File: src/include/sd_dac_cfg.svh
// ------------------------------
// Sigma-delta DAC configuration
// Widths, feedback step, bus address size and program length
// ------------------------------
`ifndef SD_DAC_CFG_SVH
`define SD_DAC_CFG_SVH

// Signed input sample width
`define SD_SAMPLE_W 18

// Accumulator and integrator width
`define SD_ACC_W 48

// Feedback step added or removed each stage
`define SD_DELTA 'h18000

// Wishbone byte address width
`define SD_WB_AW 4

// Number of microcode words
`define SD_UCODE_LEN 10

`endif

File: src/sd_dac_pkg.sv
// ------------------------------
// Sigma-delta DAC shared types
// Opmodes, micro-operations, sample pairs and Wishbone structs
// ------------------------------
`include "sd_dac_cfg.svh"

package sd_dac_pkg;

    // ALU operation, 2 bits
    typedef enum logic [1:0] {
        op_nop,
        op_load_add,
        op_acc_add,
        op_acc_sub
    } opmode_e;

    // Operand source for the ALU
    typedef enum logic [1:0] {
        src_integ1,
        src_integ2,
        src_delta
    } src_e;

    // One microcode word
    typedef struct packed {
        opmode_e op;
        logic    chan;
        src_e    src;
        logic    we_integ1;
        logic    we_integ2;
        logic    we_sign;
        logic    we_dout;
        logic    delta_from_sign;
    } uop_t;

    typedef struct packed {
        logic signed [`SD_SAMPLE_W-1:0] left;
        logic signed [`SD_SAMPLE_W-1:0] right;
    } sample_pair_t;

    // ------------------------------
    // Wishbone classic
    // ------------------------------
    typedef struct packed {
        logic                 cyc;
        logic                 stb;
        logic                 we;
        logic [`SD_WB_AW-1:0] adr;
        logic [31:0]          dat;
    } wb_req_t;

    typedef struct packed {
        logic        ack;
        logic [31:0] dat;
    } wb_rsp_t;

endpackage

File: src/sd_wb_regs.sv
// ------------------------------
// Wishbone register block
// Staged and committed samples, pending and overrun status
// ------------------------------
`include "sd_dac_cfg.svh"

module sd_wb_regs (
    input  logic                     reset,
    input  logic                     clk,
    input  sd_dac_pkg::wb_req_t      wb_req,
    output sd_dac_pkg::wb_rsp_t      wb_rsp,
    input  logic                     take,
    output logic                     pending,
    output sd_dac_pkg::sample_pair_t samples
);

    localparam logic [1:0] reg_left   = 2'd0;
    localparam logic [1:0] reg_right  = 2'd1;
    localparam logic [1:0] reg_commit = 2'd2;
    localparam logic [1:0] reg_status = 2'd3;

    sd_dac_pkg::sample_pair_t staged;
    logic                     ack_q;
    logic                     served_q;
    logic                     overrun_q;
    logic [31:0]              rdat_q;
    logic [1:0]               reg_sel;
    logic                     access;
    logic                     wr;
    logic                     rd;
    logic                     commit;
    logic                     status_rd;

    function automatic logic [31:0] sext32(input logic signed [`SD_SAMPLE_W-1:0] s);
        return {{(32 - `SD_SAMPLE_W){s[`SD_SAMPLE_W-1]}}, s};
    endfunction

    // One access per strobe, answered the next cycle
    assign access    = wb_req.cyc & wb_req.stb & ~ack_q & ~served_q;
    assign reg_sel   = wb_req.adr[3:2];
    assign wr        = access & wb_req.we;
    assign rd        = access & ~wb_req.we;
    assign commit    = wr & (reg_sel == reg_commit);
    assign status_rd = rd & (reg_sel == reg_status);

    assign wb_rsp.ack = ack_q;
    assign wb_rsp.dat = rdat_q;

    // ------------------------------
    // Handshake
    // ------------------------------
    always_ff @(posedge reset or posedge clk) begin
        if (clk) begin
            ack_q    <= 1'b0;
            served_q <= 1'b0;
        end else begin
            ack_q <= access;
            // Held until the strobe drops
            served_q <= wb_req.cyc & wb_req.stb & (served_q | ack_q);
        end
    end

    // Sample staging and commit copy
    always_ff @(posedge reset) begin
        if (wr && reg_sel == reg_left) begin
            staged.left <= wb_req.dat[`SD_SAMPLE_W-1:0];
        end
        if (wr && reg_sel == reg_right) begin
            staged.right <= wb_req.dat[`SD_SAMPLE_W-1:0];
        end
        if (commit) begin
            samples <= staged;
        end
    end

    // Read mux
    always_ff @(posedge reset) begin
        if (rd) begin
            case (reg_sel)
                reg_left:   rdat_q <= sext32(staged.left);
                reg_right:  rdat_q <= sext32(staged.right);
                reg_status: rdat_q <= {30'd0, overrun_q, pending};
                default:    rdat_q <= 32'd0;
            endcase
        end
    end

    // ------------------------------
    // Pending and overrun
    // ------------------------------
    always_ff @(posedge reset or posedge clk) begin
        if (clk) begin
            pending   <= 1'b0;
            overrun_q <= 1'b0;
        end else begin
            // Commit wins over take in the same cycle
            if (commit) begin
                pending <= 1'b1;
            end else if (take) begin
                pending <= 1'b0;
            end
            if (commit && pending) begin
                overrun_q <= 1'b1;
            end else if (status_rd) begin
                overrun_q <= 1'b0;
            end
        end
    end

endmodule

File: src/sd_sequencer.sv
// ------------------------------
// Microcode sequencer
// Waits for a pending frame, then steps through the two-channel program
// ------------------------------
`include "sd_dac_cfg.svh"

module sd_sequencer (
    input  logic             reset,
    input  logic             clk,
    input  logic             pending,
    output logic             take,
    output sd_dac_pkg::uop_t uop
);

    localparam logic [3:0] last_step = 4'(`SD_UCODE_LEN - 1);

    logic [3:0] pc;

    // Frame accepted while parked at the wait step
    assign take = (pc == 4'd0) && pending;

    // ------------------------------
    // Program counter
    // ------------------------------
    always_ff @(posedge reset or posedge clk) begin
        if (clk) begin
            pc <= 4'd0;
        end else if (pc == 4'd0) begin
            if (pending) begin
                pc <= 4'd1;
            end
        end else if (pc == last_step) begin
            pc <= 4'd0;
        end else begin
            pc <= pc + 4'd1;
        end
    end

    // ------------------------------
    // Microcode ROM
    // ------------------------------
    always_comb begin
        uop = '0;
        case (pc)
            // Left: integ1 plus sample
            4'd1: begin
                uop.op  = sd_dac_pkg::op_load_add;
                uop.src = sd_dac_pkg::src_integ1;
            end
            4'd2: begin
                uop.op              = sd_dac_pkg::op_acc_add;
                uop.src             = sd_dac_pkg::src_delta;
                uop.delta_from_sign = 1'b1;
            end
            4'd3: begin
                uop.op        = sd_dac_pkg::op_acc_add;
                uop.src       = sd_dac_pkg::src_integ2;
                uop.we_integ1 = 1'b1;
            end
            4'd4: begin
                uop.op              = sd_dac_pkg::op_acc_add;
                uop.src             = sd_dac_pkg::src_delta;
                uop.delta_from_sign = 1'b1;
            end
            // Left result lands, right channel starts
            4'd5: begin
                uop.op        = sd_dac_pkg::op_load_add;
                uop.chan      = 1'b1;
                uop.src       = sd_dac_pkg::src_integ1;
                uop.we_integ2 = 1'b1;
                uop.we_sign   = 1'b1;
                uop.we_dout   = 1'b1;
            end
            4'd6: begin
                uop.op              = sd_dac_pkg::op_acc_add;
                uop.chan            = 1'b1;
                uop.src             = sd_dac_pkg::src_delta;
                uop.delta_from_sign = 1'b1;
            end
            4'd7: begin
                uop.op        = sd_dac_pkg::op_acc_add;
                uop.chan      = 1'b1;
                uop.src       = sd_dac_pkg::src_integ2;
                uop.we_integ1 = 1'b1;
            end
            4'd8: begin
                uop.op              = sd_dac_pkg::op_acc_add;
                uop.chan            = 1'b1;
                uop.src             = sd_dac_pkg::src_delta;
                uop.delta_from_sign = 1'b1;
            end
            // Right result lands, no arithmetic
            4'd9: begin
                uop.chan      = 1'b1;
                uop.we_integ2 = 1'b1;
                uop.we_sign   = 1'b1;
                uop.we_dout   = 1'b1;
            end
            default: begin
                uop = '0;
            end
        endcase
    end

endmodule

File: src/sd_accum_alu.sv
// ------------------------------
// Accumulator ALU
// Registered add/subtract with operand chosen by opmode
// ------------------------------
`include "sd_dac_cfg.svh"

module sd_accum_alu (
    input  logic                           reset,
    input  logic                           clk,
    input  sd_dac_pkg::opmode_e            opmode,
    input  logic signed [`SD_ACC_W-1:0]    operand,
    input  logic signed [`SD_SAMPLE_W-1:0] sample,
    output logic signed [`SD_ACC_W-1:0]    p
);

    logic signed [`SD_ACC_W-1:0] sample_ext;
    logic signed [`SD_ACC_W-1:0] p_next;

    assign sample_ext = {{(`SD_ACC_W - `SD_SAMPLE_W){sample[`SD_SAMPLE_W-1]}}, sample};

    // ------------------------------
    // Operation select
    // ------------------------------
    always_comb begin
        case (opmode)
            sd_dac_pkg::op_load_add: p_next = operand + sample_ext;
            sd_dac_pkg::op_acc_add:  p_next = p + operand;
            sd_dac_pkg::op_acc_sub:  p_next = p - operand;
            // Nop keeps the accumulator
            default:                 p_next = p;
        endcase
    end

    // Result available one cycle after the operation
    always_ff @(posedge reset or posedge clk) begin
        if (clk) begin
            p <= '0;
        end else begin
            p <= p_next;
        end
    end

endmodule

File: src/sd_loop_state.sv
// ------------------------------
// Per-channel modulator state
// Integrators, feedback signs, operand select and output bits
// ------------------------------
`include "sd_dac_cfg.svh"

module sd_loop_state (
    input  logic                           reset,
    input  logic                           clk,
    input  sd_dac_pkg::uop_t               uop,
    input  sd_dac_pkg::sample_pair_t       samples,
    input  logic signed [`SD_ACC_W-1:0]    p,
    output sd_dac_pkg::opmode_e            opmode,
    output logic signed [`SD_ACC_W-1:0]    operand,
    output logic signed [`SD_SAMPLE_W-1:0] sample,
    output logic                           dout_l,
    output logic                           dout_r
);

    localparam logic signed [`SD_ACC_W-1:0] delta_step = `SD_DELTA;

    logic signed [`SD_ACC_W-1:0] integ1_l;
    logic signed [`SD_ACC_W-1:0] integ1_r;
    logic signed [`SD_ACC_W-1:0] integ2_l;
    logic signed [`SD_ACC_W-1:0] integ2_r;
    logic                        sign_l;
    logic                        sign_r;
    logic                        wr_chan;

    // ------------------------------
    // Operand and direction
    // ------------------------------
    always_comb begin
        sample = uop.chan ? samples.right : samples.left;
        case (uop.src)
            sd_dac_pkg::src_integ1: operand = uop.chan ? integ1_r : integ1_l;
            sd_dac_pkg::src_integ2: operand = uop.chan ? integ2_r : integ2_l;
            sd_dac_pkg::src_delta:  operand = delta_step;
            default:                operand = '0;
        endcase
        // Negative loop value pulls up, positive pulls down
        if (uop.delta_from_sign) begin
            opmode = (uop.chan ? sign_r : sign_l) ? sd_dac_pkg::op_acc_add
                                                  : sd_dac_pkg::op_acc_sub;
        end else begin
            opmode = uop.op;
        end
    end

    // ------------------------------
    // Write-back of p
    // ------------------------------
    // p belongs to the channel of the previous uop
    always_ff @(posedge reset or posedge clk) begin
        if (clk) begin
            wr_chan  <= 1'b0;
            integ1_l <= '0;
            integ1_r <= '0;
            integ2_l <= '0;
            integ2_r <= '0;
            sign_l   <= 1'b0;
            sign_r   <= 1'b0;
            dout_l   <= 1'b0;
            dout_r   <= 1'b0;
        end else begin
            wr_chan <= uop.chan;
            if (uop.we_integ1 && !wr_chan) integ1_l <= p;
            if (uop.we_integ1 && wr_chan)  integ1_r <= p;
            if (uop.we_integ2 && !wr_chan) integ2_l <= p;
            if (uop.we_integ2 && wr_chan)  integ2_r <= p;
            if (uop.we_sign && !wr_chan)   sign_l   <= p[`SD_ACC_W-1];
            if (uop.we_sign && wr_chan)    sign_r   <= p[`SD_ACC_W-1];
            // Output is one when the loop value is non-negative
            if (uop.we_dout && !wr_chan)   dout_l   <= ~p[`SD_ACC_W-1];
            if (uop.we_dout && wr_chan)    dout_r   <= ~p[`SD_ACC_W-1];
        end
    end

endmodule

File: src/sd_dac_top.sv
// ------------------------------
// Stereo sigma-delta DAC top
// Bus registers, sequencer, ALU and loop state
// ------------------------------
`include "sd_dac_cfg.svh"

module sd_dac_top (
    input  logic                reset,
    input  logic                clk,
    input  sd_dac_pkg::wb_req_t wb_req,
    output sd_dac_pkg::wb_rsp_t wb_rsp,
    output logic                dout_l,
    output logic                dout_r
);

    logic                           pending;
    logic                           take;
    sd_dac_pkg::sample_pair_t       samples;
    sd_dac_pkg::uop_t               uop;
    sd_dac_pkg::opmode_e            alu_op;
    logic signed [`SD_ACC_W-1:0]    alu_operand;
    logic signed [`SD_SAMPLE_W-1:0] alu_sample;
    logic signed [`SD_ACC_W-1:0]    p;

    sd_wb_regs u_regs (
        .reset   (reset),
        .clk     (clk),
        .wb_req  (wb_req),
        .wb_rsp  (wb_rsp),
        .take    (take),
        .pending (pending),
        .samples (samples)
    );

    sd_sequencer u_seq (
        .reset   (reset),
        .clk     (clk),
        .pending (pending),
        .take    (take),
        .uop     (uop)
    );

    // Shared 48-bit adder for both channels
    sd_accum_alu u_alu (
        .reset   (reset),
        .clk     (clk),
        .opmode  (alu_op),
        .operand (alu_operand),
        .sample  (alu_sample),
        .p       (p)
    );

    sd_loop_state u_loop (
        .reset   (reset),
        .clk     (clk),
        .uop     (uop),
        .samples (samples),
        .p       (p),
        .opmode  (alu_op),
        .operand (alu_operand),
        .sample  (alu_sample),
        .dout_l  (dout_l),
        .dout_r  (dout_r)
    );

endmodule

File: config.mk
export PLATFORM = sky130hd
export DESIGN_NAME = sd_dac_top
export DESIGN_NICKNAME = d
export VERILOG_FILES = /design/src/sd_dac_pkg.sv /design/src/sd_wb_regs.sv /design/src/sd_sequencer.sv /design/src/sd_accum_alu.sv /design/src/sd_loop_state.sv /design/src/sd_dac_top.sv
export VERILOG_INCLUDE_DIRS = /design/src /design/src/include
export SDC_FILE = /design/constraint.sdc
export NUM_CORES = 1
export LEC_CHECK = 0
export BUFFER_PORTS_ARGS = -buffer_cell sky130_fd_sc_hd__buf_2
export CAP_MARGIN = 0
export CORE_ASPECT_RATIO = 1.4
export CORE_MARGIN = 1.5
export CORE_UTILIZATION = 52
export DETAILED_ROUTE_END_ITERATION = 6
export GPL_TIMING_DRIVEN = 0
export PLACE_DENSITY = 0.8
export SLEW_MARGIN = 20
export SYNTH_ARGS = -nofsm -noshare
export SYNTH_HDL_FRONTEND = slang
export SYNTH_HIERARCHICAL = 1
export SYNTH_SLANG_ARGS = --single-unit
File: constraint.sdc
create_clock -name reset -period 5.96 [get_ports reset]
set_clock_uncertainty 0.15 [all_clocks]
set_input_delay 0.596 -clock reset [delete_from_list [all_inputs] [get_ports reset]]
set_output_delay 0.596 -clock reset [all_outputs]
set_load 0.02 [all_outputs]
==> results.toml <==
[route]
wl_per_cell_um = 24.08
ant_nets = 0
vias = 16580
via_per_inst = 6.266
drtPass1Iterations = 6
routed_wirelength_mm = 63.70
drt_iter0_drc = 1216
post-route-drc-count = 0

[sta]
min_period_ns = 6.114
slew_headroom_pct = 25.55
hold_viol_final = 0
tightest_slew_ns = 1.117
min_period_over_period_pct = 102.6
fmax_mhz = 163.6
fin_ws_ns = -0.1536
fin_setup_tns_ns = -0.5120
setup_viol = 6
rsz0062_at_grt = "true"
drv_slew = 0

[die]
io_pins = 76
die_h_um = 241.7
die_w_um = 173.5
num_rows = 87
start_util_pct = 52.70
core_um2 = 40170
die_area_um2 = 41950

[place]
gp_congestion = 1.004
io_buffers = 57
dp_hpwl_mm = 43.98

[synth]
ys_seq_area_share_pct = 42.67
yosysWarningCount = 6
synth.most_common_cell = "dfrtp_1"
ys_async_sr_fraction_pct = 73.76
synth_ff_type = "dfrtp_1"
syn_nets = 2031
synth_edf_count = 90
synthCells = 1892
syn_area_um2 = 21170
ys_top_cells_by_count = "dfrtp_1, mux2_2, a21oi_1, nand2_1, ha_1"
syn_avg_cell_area_um2 = 11.19
yosysTopAreaCellShare_pct = 29.91
synth_cell_types = 91
synth_area_leaders = "dfrtp_1, edfxtp_1, mux2_2"
yosys.area.top_type = "dfrtp_1"
ys_seq_elements = 343

[cells_and_area]
antenna_cells = 0
drive_gt1_share_pct = 32.29
area_growth_pct = 18.85
n_fill_cell = 3037
final_nets = 2225

[hold_path]
holdCritPathClass = "in -> reg"

[cts]
cts.sinks = 343
clk_pin_slew_worst_paths_ns = 0.07
cts_buffer_depth = 3
clk_latency_ns = 0.54
root_buffer = "clkbuf_16"
cts_tree = "done"
cts_buffers = 35
cts.htree.levels = 2

[outcome]
status = "finished, violations left"
failed_checks = "setup timing"

[global_route]
grt_usage_pct = 29.41
grt_max_degree = 39
first_global_vias = 16940
grt_antenna_before_repair = 0
grt_pass1_wl_mm = 95.12
overflow = 0

[setup_path]
endpoint_kind = "flip-flop"
crit_type = "reg -> reg"
arrival_ns = 6.34
cp-start-kind = "flip-flop"
cp.required_ns = 6.19
crit_fanout = 7
rrSetupSlack_ns = -0.15

[run]
max_cap_viol_count = 0
path summary, 6_finish.rpt:
kind | endpoint | from | cells after the start
hold / removal | u_regs/staged[27]$_DFFE_PP_ | wb_req[9] | 1
setup reg to reg | u_alu/p[46]$_DFFE_PP0P_ | u_seq/pc[2]$_DFFE_PP0P_ | 26
max in group asynchronous | u_loop/integ1_l[23]$_DFFE_PP0P_ | clk | 6
min in group asynchronous | u_seq/pc[0]$_DFFE_PP0P_ | clk | 3
setup / recovery | u_alu/p[46]$_DFFE_PP0P_ | u_seq/pc[2]$_DFFE_PP0P_ | 26
hold reg to reg | u_regs/samples[3]$_DFFE_PP_ | u_regs/staged[3]$_DFFE_PP_ | 0
logic make-up after synthesis:
kind of cell / after synthesis / share of synthesized area, %
multiplexers: 313 / 18.80
AO/OA/AOI/OAI: 430 / 12.96
flip-flops: 343 / 42.67
adder cells (fa/ha/maj): 98 / 5.863
XOR/XNOR: 131 / 5.420
AND/OR/NAND/NOR: 416 / 10.31
buffers and inverters: 161 / 3.984
layout make-up:
cell class / instances / area (um^2) / share of cell area [%]
clock inverters: 18 / 247.7 / 0.9846
flip-flops and latches: 343 / 9036 / 35.91
well taps: 534 / 668.1 / 2.656
plain buffers: 104 / 733.2 / 2.914
multi-input cells: 1388 / 11930 / 47.40
clock buffers: 45 / 974.7 / 3.874
repair buffers: 169 / 1399 / 5.560
inverters: 45 / 175.2 / 0.6962
layout by cell type, fill, tap and decap left out, drive strengths merged, types with 52 or more instances in the layout:
cell type and n:
dfrtp 253, buf 237, mux2 216, a21oi 119, nand2 108, o21ai 103
ha 96, nor2 94, edfxtp 90, clkbuf 79, xnor2 71, nor2b 70
xor2 60, a21o 52
repair_timing:
item,4_1_cts,5_1_grt
gates resized for setup,114,83
pin swaps,32,48
gates cloned,2,1
endpoints found under the hold margin,41,0
setup endpoints to repair,39,14
hold buffers,1,0
setup buffers,40,56
through the flow:
| stage | utilization (%) | instance area (um^2) | worst slack [ns] | instances | hold slack [ns] |
|---|---|---|---|---|---|
| final | 62.64 | 25160 | -0.1536 | 2646 | 0.09587 |
| after global routing | 62.64 | 25160 | -0.3202 | 2646 | 0.09036 |
| after CTS | 60.66 | 24370 | -0.01017 | 2594 | 0.07454 |
| after detailed placement | 55.65 | 22350 | -2.136 | 2496 | 0.2840 |
| after global placement | 55.09 | 22130 | -2.043 | 2483 | 0.2778 |
| after floorplan | - | 21170 | 0.1745 | 1892 | 0.2121 |
state kept, by name, summed over array words and instances (netlist names), 18 cells and up:
register	flops
u_regs/rdat_q	18
u_regs/staged	36
u_loop/integ1_r	48
u_loop/integ1_l	48
u_regs/samples	36
u_alu/p	48
u_loop/integ2_l	48
u_loop/integ2_r	48
worst max-delay path, cell delays in order (launching register included):
cell,delay (ns)
dfrtp_2,0.45
nor2_4,0.16
nand2_2,0.09
o21ai_4,0.08
buf_6,0.17
buf_12,0.15
bufbuf_16,0.29
mux4_2,0.30
nor2b_2,0.22
nor4_2,0.31
buf_4,0.18
nand4_1,0.10
buf_4,0.19
o31ai_1,0.26
xor2_1,0.15
ha_1,0.29
clkbuf_2,0.18
nand2_1,0.14
nor2_2,0.14
or4b_1,0.51
o21ai_4,0.25
a31oi_4,0.18
a211oi_4,0.34
a31oi_4,0.15
a31oi_2,0.21
xnor2_1,0.16
a22oi_1,0.11
per-layer routing:
layer | GRT usage (%) | vias up | part of all wire (%)
li1 | - | 7380 | -
met5 | 0 | - | 0
met1 | 31.91 | 8165 | 36
met2 | 52.35 | 724 | 51
met3 | 3.648 | 311 | 5.3
met4 | 21.97 | 0 | 8.5
Power is left out: the tool's default activity adds up to more than one toggle a clock period on the data nets, which glitch-free logic cannot reach.
